**config.mk**
```make
export PLATFORM = sky130hd
export DESIGN_NAME = mips_cpu
export DESIGN_NICKNAME = d
export VERILOG_FILES = /design/src/logic/mips_pkg.sv /design/src/logic/mips_alu.sv /design/src/logic/mips_regfile.sv /design/src/logic/mips_pc_unit.sv /design/src/logic/mips_load_select.sv /design/src/logic/mips_control.sv /design/src/logic/mips_datapath.sv /design/src/logic/mips_cpu.sv
export SDC_FILE = /design/constraint.sdc
export NUM_CORES = 2
export LEC_CHECK = 0
export BUFFER_PORTS_ARGS = -buffer_cell sky130_fd_sc_hd__buf_2
export CELL_PAD_IN_SITES_DETAIL_PLACEMENT = 1
export CELL_PAD_IN_SITES_GLOBAL_PLACEMENT = 1
export CORE_MARGIN = 2
export CORE_UTILIZATION = 51
export CTS_CLUSTER_DIAMETER = 60
export DETAILED_ROUTE_END_ITERATION = 10
export PLACE_DENSITY_LB_ADDON = 0.1
export SYNTH_ARGS = -nofsm -noshare
export SYNTH_HDL_FRONTEND = slang
export SYNTH_HIERARCHICAL = 1
export SYNTH_SLANG_ARGS = --single-unit
```
**constraint.sdc**
```tcl
create_clock -name clk -period 11 [get_ports clk]
set_input_delay 1.65 -clock clk [delete_from_list [all_inputs] [get_ports clk]]
set_output_delay 1.65 -clock clk [all_outputs]
set_load 0.01 [all_outputs]
```
**src/logic/mips_pkg.sv**
```systemverilog
package mips_pkg;

  localparam int word_w     = 32;                      // Data and address width
  localparam int reg_addr_w = 5;                       // Register index width
  localparam logic [reg_addr_w-1:0] link_reg = 5'd31;  // Return address register for jal and jalr
  localparam logic [word_w-1:0] reset_vector = 32'hBFC0_0000;  // First fetch after reset

  // Major opcodes in bits 31:26
  localparam logic [5:0] op_special = 6'h00;
  localparam logic [5:0] op_j       = 6'h02;
  localparam logic [5:0] op_jal     = 6'h03;
  localparam logic [5:0] op_beq     = 6'h04;
  localparam logic [5:0] op_bne     = 6'h05;
  localparam logic [5:0] op_addiu   = 6'h09;
  localparam logic [5:0] op_slti    = 6'h0A;
  localparam logic [5:0] op_sltiu   = 6'h0B;
  localparam logic [5:0] op_andi    = 6'h0C;
  localparam logic [5:0] op_ori     = 6'h0D;
  localparam logic [5:0] op_xori    = 6'h0E;
  localparam logic [5:0] op_lui     = 6'h0F;
  localparam logic [5:0] op_lb      = 6'h20;
  localparam logic [5:0] op_lh      = 6'h21;
  localparam logic [5:0] op_lw      = 6'h23;
  localparam logic [5:0] op_lbu     = 6'h24;
  localparam logic [5:0] op_lhu     = 6'h25;
  localparam logic [5:0] op_sw      = 6'h2B;

  // Function codes of the special opcode, bits 5:0
  localparam logic [5:0] fn_sll  = 6'h00;
  localparam logic [5:0] fn_srl  = 6'h02;
  localparam logic [5:0] fn_sra  = 6'h03;
  localparam logic [5:0] fn_sllv = 6'h04;
  localparam logic [5:0] fn_srlv = 6'h06;
  localparam logic [5:0] fn_srav = 6'h07;
  localparam logic [5:0] fn_jr   = 6'h08;
  localparam logic [5:0] fn_jalr = 6'h09;
  localparam logic [5:0] fn_addu = 6'h21;
  localparam logic [5:0] fn_subu = 6'h23;
  localparam logic [5:0] fn_and  = 6'h24;
  localparam logic [5:0] fn_or   = 6'h25;
  localparam logic [5:0] fn_xor  = 6'h26;
  localparam logic [5:0] fn_nor  = 6'h27;
  localparam logic [5:0] fn_slt  = 6'h2A;
  localparam logic [5:0] fn_sltu = 6'h2B;

  typedef enum logic [4:0] {
    alu_add, alu_sub, alu_and, alu_or, alu_xor, alu_nor, alu_slt, alu_sltu,
    alu_sll, alu_srl, alu_sra, alu_sllv, alu_srlv, alu_srav, alu_lui
  } alu_op_t;

  // How the loaded word is cut down and extended
  typedef enum logic [2:0] {
    load_word, load_byte, load_byte_u, load_half, load_half_u
  } load_mode_t;

endpackage

```
**src/logic/mips_alu.sv**
```systemverilog
`timescale 1ns/100ps

module mips_alu import mips_pkg::*; (
  input  alu_op_t           alu_op,
  input  logic [word_w-1:0] a,       // rs
  input  logic [word_w-1:0] b,       // rt or the immediate
  input  logic [4:0]        shamt,
  output logic [word_w-1:0] result,
  output logic              zero
);

  logic [4:0] var_shift;
  logic       less_signed;
  logic       less_unsigned;

  assign var_shift     = a[4:0];  // Variable shifts take the amount from rs
  assign less_signed   = $signed(a) < $signed(b);
  assign less_unsigned = a < b;

  always_comb begin
    case (alu_op)
      alu_add:  result = a + b;
      alu_sub:  result = a - b;
      alu_and:  result = a & b;
      alu_or:   result = a | b;
      alu_xor:  result = a ^ b;
      alu_nor:  result = ~(a | b);
      alu_slt:  result = {{(word_w-1){1'b0}}, less_signed};
      alu_sltu: result = {{(word_w-1){1'b0}}, less_unsigned};
      alu_sll:  result = b << shamt;
      alu_srl:  result = b >> shamt;
      alu_sra:  result = $signed(b) >>> shamt;  // Arithmetic shift keeps the sign of rt
      alu_sllv: result = b << var_shift;
      alu_srlv: result = b >> var_shift;
      alu_srav: result = $signed(b) >>> var_shift;
      alu_lui:  result = {b[15:0], 16'h0000};
      default:  result = '0;
    endcase
  end

  // Branches compare with alu_sub and look only at this flag
  assign zero = (result == '0);

endmodule

```
**src/logic/mips_regfile.sv**
```systemverilog
`timescale 1ns/100ps

module mips_regfile import mips_pkg::*; (
  input  logic                  clk,
  input  logic                  reset,
  input  logic                  write_en,
  input  logic [reg_addr_w-1:0] read_addr_a,
  input  logic [reg_addr_w-1:0] read_addr_b,
  input  logic [reg_addr_w-1:0] write_addr,
  input  logic [word_w-1:0]     write_data,
  output logic [word_w-1:0]     read_data_a,
  output logic [word_w-1:0]     read_data_b,
  output logic [word_w-1:0]     register_v0
);

  logic [word_w-1:0] regs [2**reg_addr_w];

  always_ff @(posedge clk) begin
    if (reset) begin
      for (int i = 0; i < 2**reg_addr_w; i++)
        regs[i] <= '0;
    end else if (write_en && (write_addr != '0)) begin
      regs[write_addr] <= write_data;  // Register zero never takes a write, so it reads as zero
    end
  end

  // Reads see the old value when the same register is written this cycle
  assign read_data_a = regs[read_addr_a];
  assign read_data_b = regs[read_addr_b];
  assign register_v0 = regs[2];

endmodule

```
**src/logic/mips_pc_unit.sv**
```systemverilog
`timescale 1ns/100ps

module mips_pc_unit import mips_pkg::*; (
  input  logic              clk,
  input  logic              reset,
  input  logic              clk_enable,
  input  logic              branch,
  input  logic              branch_ne,
  input  logic              zero,
  input  logic              jump,
  input  logic              jump_reg,
  input  logic [word_w-1:0] imm,            // Extended immediate, the branch offset in words
  input  logic [25:0]       jump_index,
  input  logic [word_w-1:0] jump_reg_addr,  // rs passed through the ALU
  output logic [word_w-1:0] instr_address,
  output logic [word_w-1:0] link_address,
  output logic              active
);

  logic [word_w-1:0] delay_pc;  // Address of the instruction after the current one
  logic [word_w-1:0] pc_plus4;
  logic [word_w-1:0] branch_target;
  logic [word_w-1:0] jump_target;
  logic [word_w-1:0] next_target;
  logic              taken;

  assign pc_plus4      = instr_address + 32'd4;
  assign link_address  = instr_address + 32'd8;  // Skips over the delay slot
  assign branch_target = pc_plus4 + {imm[word_w-3:0], 2'b00};
  assign jump_target   = jump_reg ? jump_reg_addr : {pc_plus4[31:28], jump_index, 2'b00};

  // beq takes the branch on zero, bne on nonzero
  assign taken = branch & (zero ^ branch_ne);

  always_comb begin
    if (jump)
      next_target = jump_target;
    else if (taken)
      next_target = branch_target;
    else
      next_target = delay_pc + 32'd4;  // Sequential flow continues after the delay slot
  end

  always_ff @(posedge clk) begin
    if (reset) begin
      instr_address <= reset_vector;
      delay_pc      <= reset_vector + 32'd4;
      active        <= 1'b1;
    end else if (clk_enable && active) begin
      instr_address <= delay_pc;  // The slot instruction runs before the target
      delay_pc      <= next_target;
      if (delay_pc == '0)
        active <= 1'b0;  // Drops together with the PC reaching zero, then everything freezes
    end
  end

endmodule

```
**src/logic/mips_load_select.sv**
```systemverilog
`timescale 1ns/100ps

module mips_load_select import mips_pkg::*; (
  input  logic [word_w-1:0] read_data,
  input  logic [1:0]        byte_offset,
  input  load_mode_t        load_mode,
  output logic [word_w-1:0] result
);

  logic [7:0]  byte_lane;
  logic [15:0] half_lane;

  always_comb begin
    // Big-endian, so offset zero is the most significant byte
    case (byte_offset)
      2'd0:    byte_lane = read_data[31:24];
      2'd1:    byte_lane = read_data[23:16];
      2'd2:    byte_lane = read_data[15:8];
      default: byte_lane = read_data[7:0];
    endcase
    half_lane = byte_offset[1] ? read_data[15:0] : read_data[31:16];  // Offset bit 0 ignored
  end

  always_comb begin
    case (load_mode)
      load_byte:   result = {{24{byte_lane[7]}}, byte_lane};
      load_byte_u: result = {24'h000000, byte_lane};
      load_half:   result = {{16{half_lane[15]}}, half_lane};
      load_half_u: result = {16'h0000, half_lane};
      default:     result = read_data;
    endcase
  end

endmodule

```
**src/logic/mips_control.sv**
```systemverilog
`timescale 1ns/100ps

module mips_control import mips_pkg::*; (
  input  logic [word_w-1:0] instr_data,
  output logic              reg_write,
  output logic              reg_dst,
  output logic              link,
  output logic              alu_src,
  output logic              imm_zero_ext,
  output logic              mem_to_reg,
  output logic              data_read,
  output logic              data_write,
  output logic              branch,
  output logic              branch_ne,
  output logic              jump,
  output logic              jump_reg,
  output alu_op_t           alu_op,
  output load_mode_t        load_mode
);

  logic [5:0] opcode;
  logic [5:0] funct;

  assign opcode = instr_data[31:26];
  assign funct  = instr_data[5:0];  // Only meaningful under op_special

  always_comb begin
    // Everything idle by default, so an unknown word falls through as a no-op
    reg_write    = 1'b0;
    reg_dst      = 1'b0;
    link         = 1'b0;
    alu_src      = 1'b0;
    imm_zero_ext = 1'b0;
    mem_to_reg   = 1'b0;
    data_read    = 1'b0;
    data_write   = 1'b0;
    branch       = 1'b0;
    branch_ne    = 1'b0;
    jump         = 1'b0;
    jump_reg     = 1'b0;
    alu_op       = alu_add;
    load_mode    = load_word;
    case (opcode)
      op_special: begin
        reg_write = 1'b1;  // Most R-type forms write rd
        reg_dst   = 1'b1;
        case (funct)
          fn_sll:  alu_op = alu_sll;
          fn_srl:  alu_op = alu_srl;
          fn_sra:  alu_op = alu_sra;
          fn_sllv: alu_op = alu_sllv;
          fn_srlv: alu_op = alu_srlv;
          fn_srav: alu_op = alu_srav;
          fn_addu: alu_op = alu_add;
          fn_subu: alu_op = alu_sub;
          fn_and:  alu_op = alu_and;
          fn_or:   alu_op = alu_or;
          fn_xor:  alu_op = alu_xor;
          fn_nor:  alu_op = alu_nor;
          fn_slt:  alu_op = alu_slt;
          fn_sltu: alu_op = alu_sltu;
          fn_jr: begin
            reg_write = 1'b0;  // rt field is zero, so rs + $0 lands on the ALU output
            jump      = 1'b1;
            jump_reg  = 1'b1;
          end
          fn_jalr: begin
            link     = 1'b1;  // Return address goes to register 31
            jump     = 1'b1;
            jump_reg = 1'b1;
          end
          default: begin
            reg_write = 1'b0;
            reg_dst   = 1'b0;
          end
        endcase
      end
      op_j: jump = 1'b1;
      op_jal: begin
        jump      = 1'b1;
        link      = 1'b1;
        reg_write = 1'b1;
      end
      op_beq, op_bne: begin
        branch    = 1'b1;
        branch_ne = (opcode == op_bne);
        alu_op    = alu_sub;  // Zero flag tells whether rs equals rt
      end
      op_addiu, op_slti, op_sltiu, op_andi, op_ori, op_xori, op_lui: begin
        reg_write    = 1'b1;
        alu_src      = 1'b1;
        imm_zero_ext = (opcode == op_andi) || (opcode == op_ori) || (opcode == op_xori);
        case (opcode)
          op_slti:  alu_op = alu_slt;
          op_sltiu: alu_op = alu_sltu;
          op_andi:  alu_op = alu_and;
          op_ori:   alu_op = alu_or;
          op_xori:  alu_op = alu_xor;
          op_lui:   alu_op = alu_lui;
          default:  alu_op = alu_add;
        endcase
      end
      op_lw, op_lb, op_lbu, op_lh, op_lhu: begin
        reg_write  = 1'b1;
        alu_src    = 1'b1;  // Base plus signed offset
        mem_to_reg = 1'b1;
        data_read  = 1'b1;
        case (opcode)
          op_lb:   load_mode = load_byte;
          op_lbu:  load_mode = load_byte_u;
          op_lh:   load_mode = load_half;
          op_lhu:  load_mode = load_half_u;
          default: load_mode = load_word;
        endcase
      end
      op_sw: begin
        alu_src    = 1'b1;
        data_write = 1'b1;
      end
      default: ;
    endcase
  end

endmodule

```
**src/logic/mips_datapath.sv**
```systemverilog
`timescale 1ns/100ps

module mips_datapath import mips_pkg::*; (
  input  logic              clk,
  input  logic              reset,
  input  logic              clk_enable,
  input  logic              reg_write,
  input  logic              reg_dst,
  input  logic              link,
  input  logic              alu_src,
  input  logic              imm_zero_ext,
  input  logic              mem_to_reg,
  input  logic              branch,
  input  logic              branch_ne,
  input  logic              jump,
  input  logic              jump_reg,
  input  alu_op_t           alu_op,
  input  load_mode_t        load_mode,
  input  logic [word_w-1:0] instr_readdata,
  input  logic [word_w-1:0] data_readdata,
  output logic [word_w-1:0] instr_data,
  output logic [word_w-1:0] instr_address,
  output logic [word_w-1:0] data_address,
  output logic [word_w-1:0] data_writedata,
  output logic [word_w-1:0] register_v0,
  output logic              zero,
  output logic              active
);

  logic [word_w-1:0]     imm_ext;
  logic [word_w-1:0]     rs_data;
  logic [word_w-1:0]     rt_data;
  logic [word_w-1:0]     alu_b;
  logic [word_w-1:0]     alu_result;
  logic [word_w-1:0]     load_result;
  logic [word_w-1:0]     link_address;
  logic [word_w-1:0]     write_data;
  logic [reg_addr_w-1:0] write_addr;
  logic                  write_en;

  assign instr_data = instr_readdata;  // Fetched word also feeds the decoder

  // andi, ori and xori take a zero-extended immediate, all others sign-extend
  assign imm_ext = imm_zero_ext ? {16'h0000, instr_data[15:0]}
                                : {{16{instr_data[15]}}, instr_data[15:0]};

  assign alu_b = alu_src ? imm_ext : rt_data;

  always_comb begin
    if (link)
      write_addr = link_reg;
    else if (reg_dst)
      write_addr = instr_data[15:11];  // rd for R-type
    else
      write_addr = instr_data[20:16];  // rt for immediates and loads
  end

  always_comb begin
    if (link)
      write_data = link_address;
    else if (mem_to_reg)
      write_data = load_result;
    else
      write_data = alu_result;
  end

  assign write_en       = reg_write & clk_enable & active;  // No writes while stalled or halted
  assign data_address   = alu_result;
  assign data_writedata = rt_data;

  mips_pc_unit pc_unit (
    .clk           (clk),
    .reset         (reset),
    .clk_enable    (clk_enable),
    .branch        (branch),
    .branch_ne     (branch_ne),
    .zero          (zero),
    .jump          (jump),
    .jump_reg      (jump_reg),
    .imm           (imm_ext),
    .jump_index    (instr_data[25:0]),
    .jump_reg_addr (alu_result),
    .instr_address (instr_address),
    .link_address  (link_address),
    .active        (active)
  );

  mips_regfile regfile (
    .clk         (clk),
    .reset       (reset),
    .write_en    (write_en),
    .read_addr_a (instr_data[25:21]),
    .read_addr_b (instr_data[20:16]),
    .write_addr  (write_addr),
    .write_data  (write_data),
    .read_data_a (rs_data),
    .read_data_b (rt_data),
    .register_v0 (register_v0)
  );

  mips_alu alu (
    .alu_op (alu_op),
    .a      (rs_data),
    .b      (alu_b),
    .shamt  (instr_data[10:6]),
    .result (alu_result),
    .zero   (zero)
  );

  mips_load_select load_select (
    .read_data   (data_readdata),
    .byte_offset (alu_result[1:0]),  // Memory returns the whole aligned word
    .load_mode   (load_mode),
    .result      (load_result)
  );

endmodule

```
**src/logic/mips_cpu.sv**
```systemverilog
`timescale 1ns/100ps

module mips_cpu import mips_pkg::*; (
  input  logic              clk,
  input  logic              reset,
  input  logic              clk_enable,
  input  logic [word_w-1:0] instr_readdata,
  input  logic [word_w-1:0] data_readdata,
  output logic              active,
  output logic [word_w-1:0] instr_address,
  output logic [word_w-1:0] data_address,
  output logic [word_w-1:0] data_writedata,
  output logic              data_write,
  output logic              data_read,
  output logic [word_w-1:0] register_v0
);

  logic [word_w-1:0] instr_data;
  logic              reg_write;
  logic              reg_dst;
  logic              link;
  logic              alu_src;
  logic              imm_zero_ext;
  logic              mem_to_reg;
  logic              dec_data_read;
  logic              dec_data_write;
  logic              branch;
  logic              branch_ne;
  logic              jump;
  logic              jump_reg;
  alu_op_t           alu_op;
  load_mode_t        load_mode;

  // Memory strobes stay low during a stall and after halt
  assign data_write = dec_data_write & clk_enable & active;
  assign data_read  = dec_data_read & clk_enable & active;

  mips_control control (
    .instr_data   (instr_data),
    .reg_write    (reg_write),
    .reg_dst      (reg_dst),
    .link         (link),
    .alu_src      (alu_src),
    .imm_zero_ext (imm_zero_ext),
    .mem_to_reg   (mem_to_reg),
    .data_read    (dec_data_read),
    .data_write   (dec_data_write),
    .branch       (branch),
    .branch_ne    (branch_ne),
    .jump         (jump),
    .jump_reg     (jump_reg),
    .alu_op       (alu_op),
    .load_mode    (load_mode)
  );

  mips_datapath datapath (
    .clk            (clk),
    .reset          (reset),
    .clk_enable     (clk_enable),
    .reg_write      (reg_write),
    .reg_dst        (reg_dst),
    .link           (link),
    .alu_src        (alu_src),
    .imm_zero_ext   (imm_zero_ext),
    .mem_to_reg     (mem_to_reg),
    .branch         (branch),
    .branch_ne      (branch_ne),
    .jump           (jump),
    .jump_reg       (jump_reg),
    .alu_op         (alu_op),
    .load_mode      (load_mode),
    .instr_readdata (instr_readdata),
    .data_readdata  (data_readdata),
    .instr_data     (instr_data),
    .instr_address  (instr_address),
    .data_address   (data_address),
    .data_writedata (data_writedata),
    .register_v0    (register_v0),
    .zero           (),  // Branch decision is taken inside the PC unit
    .active         (active)
  );

endmodule

```
---- Word level (Yosys, flattened, before mapping) ----
Memories as Yosys holds them, arrays and structs flattened.
Index checks and enable logic that the tools add are counted.
storage, ports and cells
  register bits after elaboration ......... 65
  bits in writable memories ............... 1024
  bits of input ports ..................... 67
  output and inout bits ................... 131
  logic and storage cells ................. 145
  memories ................................ 1
operators by class
  add/sub/neg operators ................... 6
  magnitude comparators ................... 2
  eq/ne operators ......................... 52
  shift operators ......................... 6
  muxes and demuxes ....................... 41
  bitwise logic cells ..................... 12
  reductions and logical operators ........ 22
memories
  name                   depth  bits a word  read ports  clocked after memory_dff  wr ports  RTL line            text
  datapath.regfile.regs  32     32           3           0                         32        mips_regfile.sv:16  logic [word_w-1:0] regs [2**reg_addr_w];
operators with widths
  operator                 count
  $pmux W32 S15            1
  $mux W32                 8
  $pmux W32 S4             1
  $eq A6 B6 Y1 const B     14
  $add A32 B3 Y32 const B  2
  $add A32 B32 Y32         2
  $logic_not A32 Y1        2
  $lt A32 B32 Y1           2
  $shl A32 B5 Y32          2
  $shr A32 B5 Y32          2
  $sshr A32 B5 Y32         2
  $eq A6 B4 Y1 const B     9
  $pmux W4 S13             1
  $eq A5 B4 Y1 const B     7
  $add A32 B4 Y32 const B  1
  $and A32 B32 Y32         1
  $not A32 Y32             1
  $or A32 B32 Y32          1
  $reduce_or A32 Y1        1
  $sub A32 B32 Y32         1
  $xor A32 B32 Y32         1
  $eq A6 B3 Y1 const B     5
  $reduce_or A13 Y1        2
  $eq A6 B2 Y1 const B     4
  31 further kinds         68

---- Logic depth before layout (Yosys ltp) ----
  depth in word-level cells ............... 15
  mapped depth ............................ 33
  mapped depth without buffers ............ 28

---- Cells and area by module ----
Netlist, hierarchy kept.
by module, submodules not included
  module            times used  cells each  area each (µm²)  sequential area each (µm²)
  mips_regfile      1           4605        56130.1          30749.5
  mips_alu          1           1993        12625.9          0.0
  mips_pc_unit      1           880         6451.2           1301.2
  mips_datapath     1           207         1478.9           0.0
  mips_load_select  1           122         1037.2           0.0
  mips_control      1           91          591.8            0.0
  mips_cpu          1           2           12.5             0.0

---- Worst setup path before layout ----
No wires, ideal clock.
  kind .................................... input-to-reg
  start point ............................. input port instr_readdata[28]
  end point ............................... register datapath.pc_unit.delay_pc[25]
  library setup time ...................... 0.114 ns
  data arrival time ....................... 8.692 ns
  required time ........................... 10.886 ns
  slack ................................... 2.194 ns
  cell stages on the path ................. 33
  buffers on the path ..................... 8
  cells stage by stage .................... buf_4 buf_2 nand2b_4 nand2_1 o21ai_1 a2111oi_0 buf_6 buf_8 mux2_4 clkbuf_1 inv_1 ha_1 buf_2 and2_1 a221oi_1 a211oi_1 nor3_1 o22ai_1 a21oi_1 mux2i_1 or4b_4 or3_1 or4_1 or4_1 nor2_1 xor2_1 and2_1 clkbuf_1 clkbuf_1 nor2_1 a31oi_1 o211ai_1 a21o_1
on the way
  elaborated cells on any way between the ends .. 71
  classes of those cells .................. add/sub (3); order compare (2); eq/ne (31); shift (6); mux (14); bitwise (6); reduce/logical (9)
RTL lines
  element                                              RTL line             text
  start: declaration                                   mips_cpu.sv:7        input logic [word_w-1:0] instr_readdata,
  $eq A6 B6 Y1 / $eq A6 B4 Y1 (equally long branches)  mips_control.sv:43   case (opcode)
  $reduce_or A13 Y1 (no source line) (*)               --
  $mux W1 (*)                                          mips_control.sv:43
  named net alu_src                                    mips_cpu.sv:22       logic alu_src;
  $mux W32 (*)                                         mips_datapath.sv:47  assign alu_b = alu_src ? imm_ext : rt_data;
  named net datapath.alu_b[4]                          mips_datapath.sv:33  logic [word_w-1:0] alu_b;
  $sub A32 B32 Y32 (tied with other cells)             mips_alu.sv:23       alu_sub: result = a - b;
  $pmux W32 S15 (*)                                    mips_alu.sv:21       case (alu_op)
  named net data_address[22]                           mips_cpu.sv:11       output logic [word_w-1:0] data_address,
  $logic_not A32 Y1 (*)                                mips_alu.sv:42       assign zero = (result == '0);
  named net datapath.zero                              mips_datapath.sv:26  output logic zero,
  $xor A1 B1 Y1 (*)                                    mips_pc_unit.sv:33   assign taken = branch & (zero ^ branch_ne);
  $and A1 B1 Y1 (*)                                    mips_pc_unit.sv:33
  $mux W32 (*)                                         mips_pc_unit.sv:38   else if (taken)
  $mux W32 (*)                                         mips_pc_unit.sv:36   if (jump)
  end signal: assignment                               mips_pc_unit.sv:47   delay_pc <= reset_vector + 32'd4;
  end signal: assignment                               mips_pc_unit.sv:51   delay_pc <= next_target;
  end: declaration                                     mips_pc_unit.sv:20   logic [word_w-1:0] delay_pc;
The timed path passes the listed nets; every way through them passes the cells marked *.
A chain may end at the register's enable or synchronous reset.

---- Worst setup path in the final report ----
  start point ............................. input port instr_readdata[19]
  end point ............................... output port data_address[0]
on the way
  cells in the longest elaborated chain, start to end .. 5
  elaborated cells on any way between the ends .. 17
  classes of those cells .................. add/sub (2); order compare (2); shift (6); mux (2); bitwise (4); memory (1)
RTL lines
  element                                                                   RTL line
  $mem_v2 Z32 W32 (*)                                                       --
  $mux W32 (*)                                                              mips_datapath.sv:47
  named net datapath.alu_b[0]                                               mips_datapath.sv:33
  parallel branches: the longest is 2 deep, another holds $sub A32 B32 Y32  --
  $pmux W32 S15 (*)                                                         mips_alu.sv:21
  end: declaration                                                          mips_cpu.sv:11
Mark *: on every way through the listed nets, which the timed path passes.

==> impl_metrics.yaml <==
floorplanning:
  die_x_um: 396
  chipHeight_um: 396
  io_pins: 198
  rows: 143
  die_area_sq_um: 156000
  coreArea_sq_um: 152000
  start_util_pct: 51.4
run:
  cap_violations: 0
drt:
  via_per_inst: 7.16
  vias: 72600
  avgRoutedWirePerCell_um: 38.0
  first_iter_violations: 10300
  wl_met2_um: 167000
  wl_met1_um: 142000
  ant_nets: 0
  top_layer: "met5"
  wirelength_um: 385000
  drcViolationCount: 0
  dr_wl_met3_um: 46800
  first_pass_iters: 6
setup_path:
  cp.arrival_ns: 9.31
  end_kind: "output port"
  required_ns: 9.35
  path_max_fanout: 27
  startpoint_type: "input pin"
  critical_path_class: "input pin to output port"
grt:
  grt_antenna_before_repair: 35
  grt_max_degree: 90
  grt_remaining_overflow: 0
  grt_pass1_wl_um: 538000
  grt.total_usage_pct: 47.5
  grt_pass1_vias: 73100
timing:
  hold_viol: 0
  setup_violations: 0
  finalClockSkew_ns: 0.105
  drv_slew: 0
  min_period_ns: 10.96
  rsz0062_at_grt: "false"
  fin_crit_sh_pct: 99.6
  max_freq_mhz: 91.3
  tightestPinTransition_ns: 1.34
  setup_tns_ns: 0
  max-slew-margin-rel_pct: 10.2
finish:
  area_growth_pct: 11.1
  finalNetCount: 8192
  final_area_sq_um: 86900
  drive_gt1_share_pct: 14.0
  fill_cells: 16500
  final_core_util_pct: 57.1
clock_tree:
  cts_tree: "yes"
  holdBufCountCts: 0
  cts_root_buffer: "clkbuf_16"
  cts_buffers: 121
  cts-resized-gates: 0
  cts.sinks: 1089
  postCtsSetupRepairBufs: 0
  cts_max_level: 3
  clkTransAtPathRegs_ns: 0.07
  ctsLongestPathBuffers: 3
  clk_latency_ns: 0.82
synth:
  ys.warnings.count: 6
  avgSynthCellArea_sq_um: 9.92
  netlist_area_sq_um: 78200
  syn_inst: 7880
placed_design:
  dp_hpwl_um: 260000
  portBuffers: 197
  placed_cell_area_sq_um: 82900
  routabilityCongestion: 1.05
pwr:
  power.leakage_nw: 35.4
  vdd_drop_max_mv: 0.199
  power_density_nw_per_um2: 150
worst_hold_path:
  hold_class: "flop to flop"
run_status:
  status: "completed"
## placed cells by master (no fill, tap or decap), types with 42 or more instances in the layout
cell and instances:
ha_1 133, nand3_1 281, buf_2 194, and2_1 1022
a22oi_1 272, a31oi_1 91, mux2i_1 1167, a22o_1 145
nor3_1 151, xor2_1 48, nor2_1 278, clkbuf_16 121
o21ai_0 130, xnor2_1 80, a21oi_1 413, edfxtp_1 1024
nand2_1 612, buf_12 66, dfxtp_1 65, or2_2 45
inv_1 140, o211ai_1 57, a211oi_1 111, a21o_1 42
nand2b_1 72, buf_4 425
## worst max-delay path, cell delays in order
cell and delay (ns):
buf_2 0.29, or2_2 0.88, nor3_1 0.14, a31oi_1 0.69, nand3_1 0.50, mux2_2 0.57, ha_1 0.27, fa_1 0.41
o21ba_2 0.23, nor4_1 0.46, o21ai_0 0.18, buf_4 0.19, nand3_1 0.10, a311o_1 0.27, buf_4 0.17, a21boi_0 0.19
a2111oi_0 0.98, nand3_1 0.41, buf_4 0.28, buf_4 0.19, buf_2 0.16
## report_power, final
part	internal [mW]	switching (mW)
registers	4.67	0.106
clock network	2.28	1.85
logic	1.26	2.87
## metrics by stage
step / setup WS, ns / hold WS (ns) / power (mW) / cells
2_1_floorplan: 2.19 / 0.440 / 6.78 / 7911
3_3_place_gp: 0.395 / 0.481 / 8.67 / 9896
3_5_place_dp: 0.186 / 0.492 / 8.76 / 9896
4_1_cts: 0.421 / 0.503 / 12.8 / 10100
5_1_grt: 0.159 / 0.552 / 13.2 / 10100
6_report: 0.0420 / 0.510 / 13.0 / 10100
## registers in the layout, indices dropped and copies added, names as in the netlist
register / cells
datapath/regfile/regs: 1024
datapath/pc_unit/delay_pc: 32
datapath/pc_unit/instr_address: 32
datapath/pc_unit/active: 1
## worst paths after layout
path	end	cells past startpoint	start	slack [ns]
worst max-delay path	data_address[0]	21	instr_readdata[19]	0.04
worst min-delay path	datapath/pc_unit/instr_address[0]	2	datapath/pc_unit/delay_pc[0]	0.51
worst max register to register	datapath/regfile/regs[15][21]	27	datapath/regfile/regs[2][0]	1.64
worst min register to register	datapath/pc_unit/instr_address[0]	2	datapath/pc_unit/delay_pc[0]	0.51
## layer usage
metal / vias up / global-route usage [%]
li1: 29300 / -
met4: 20 / 31.1
met5: - / 0
met2: 5390 / 71.6
met1: 36500 / 60.8
met3: 1403 / 11.7
## cell type report
class	count	area (sq um)	share of cell area (%)
Clock buffer	139	3110	3.57
Clock inverter	84	871	1.00
Multi-Input combinational cell	5946	42200	48.6
Sequential cell	1089	32100	36.9
Inverter	144	541	0.622
Timing Repair Buffer	687	5510	6.35
Tap cell	2030	2540	2.92
Antenna cell	10	25.0	0.0288
Power figures use the tool's default switching activity.
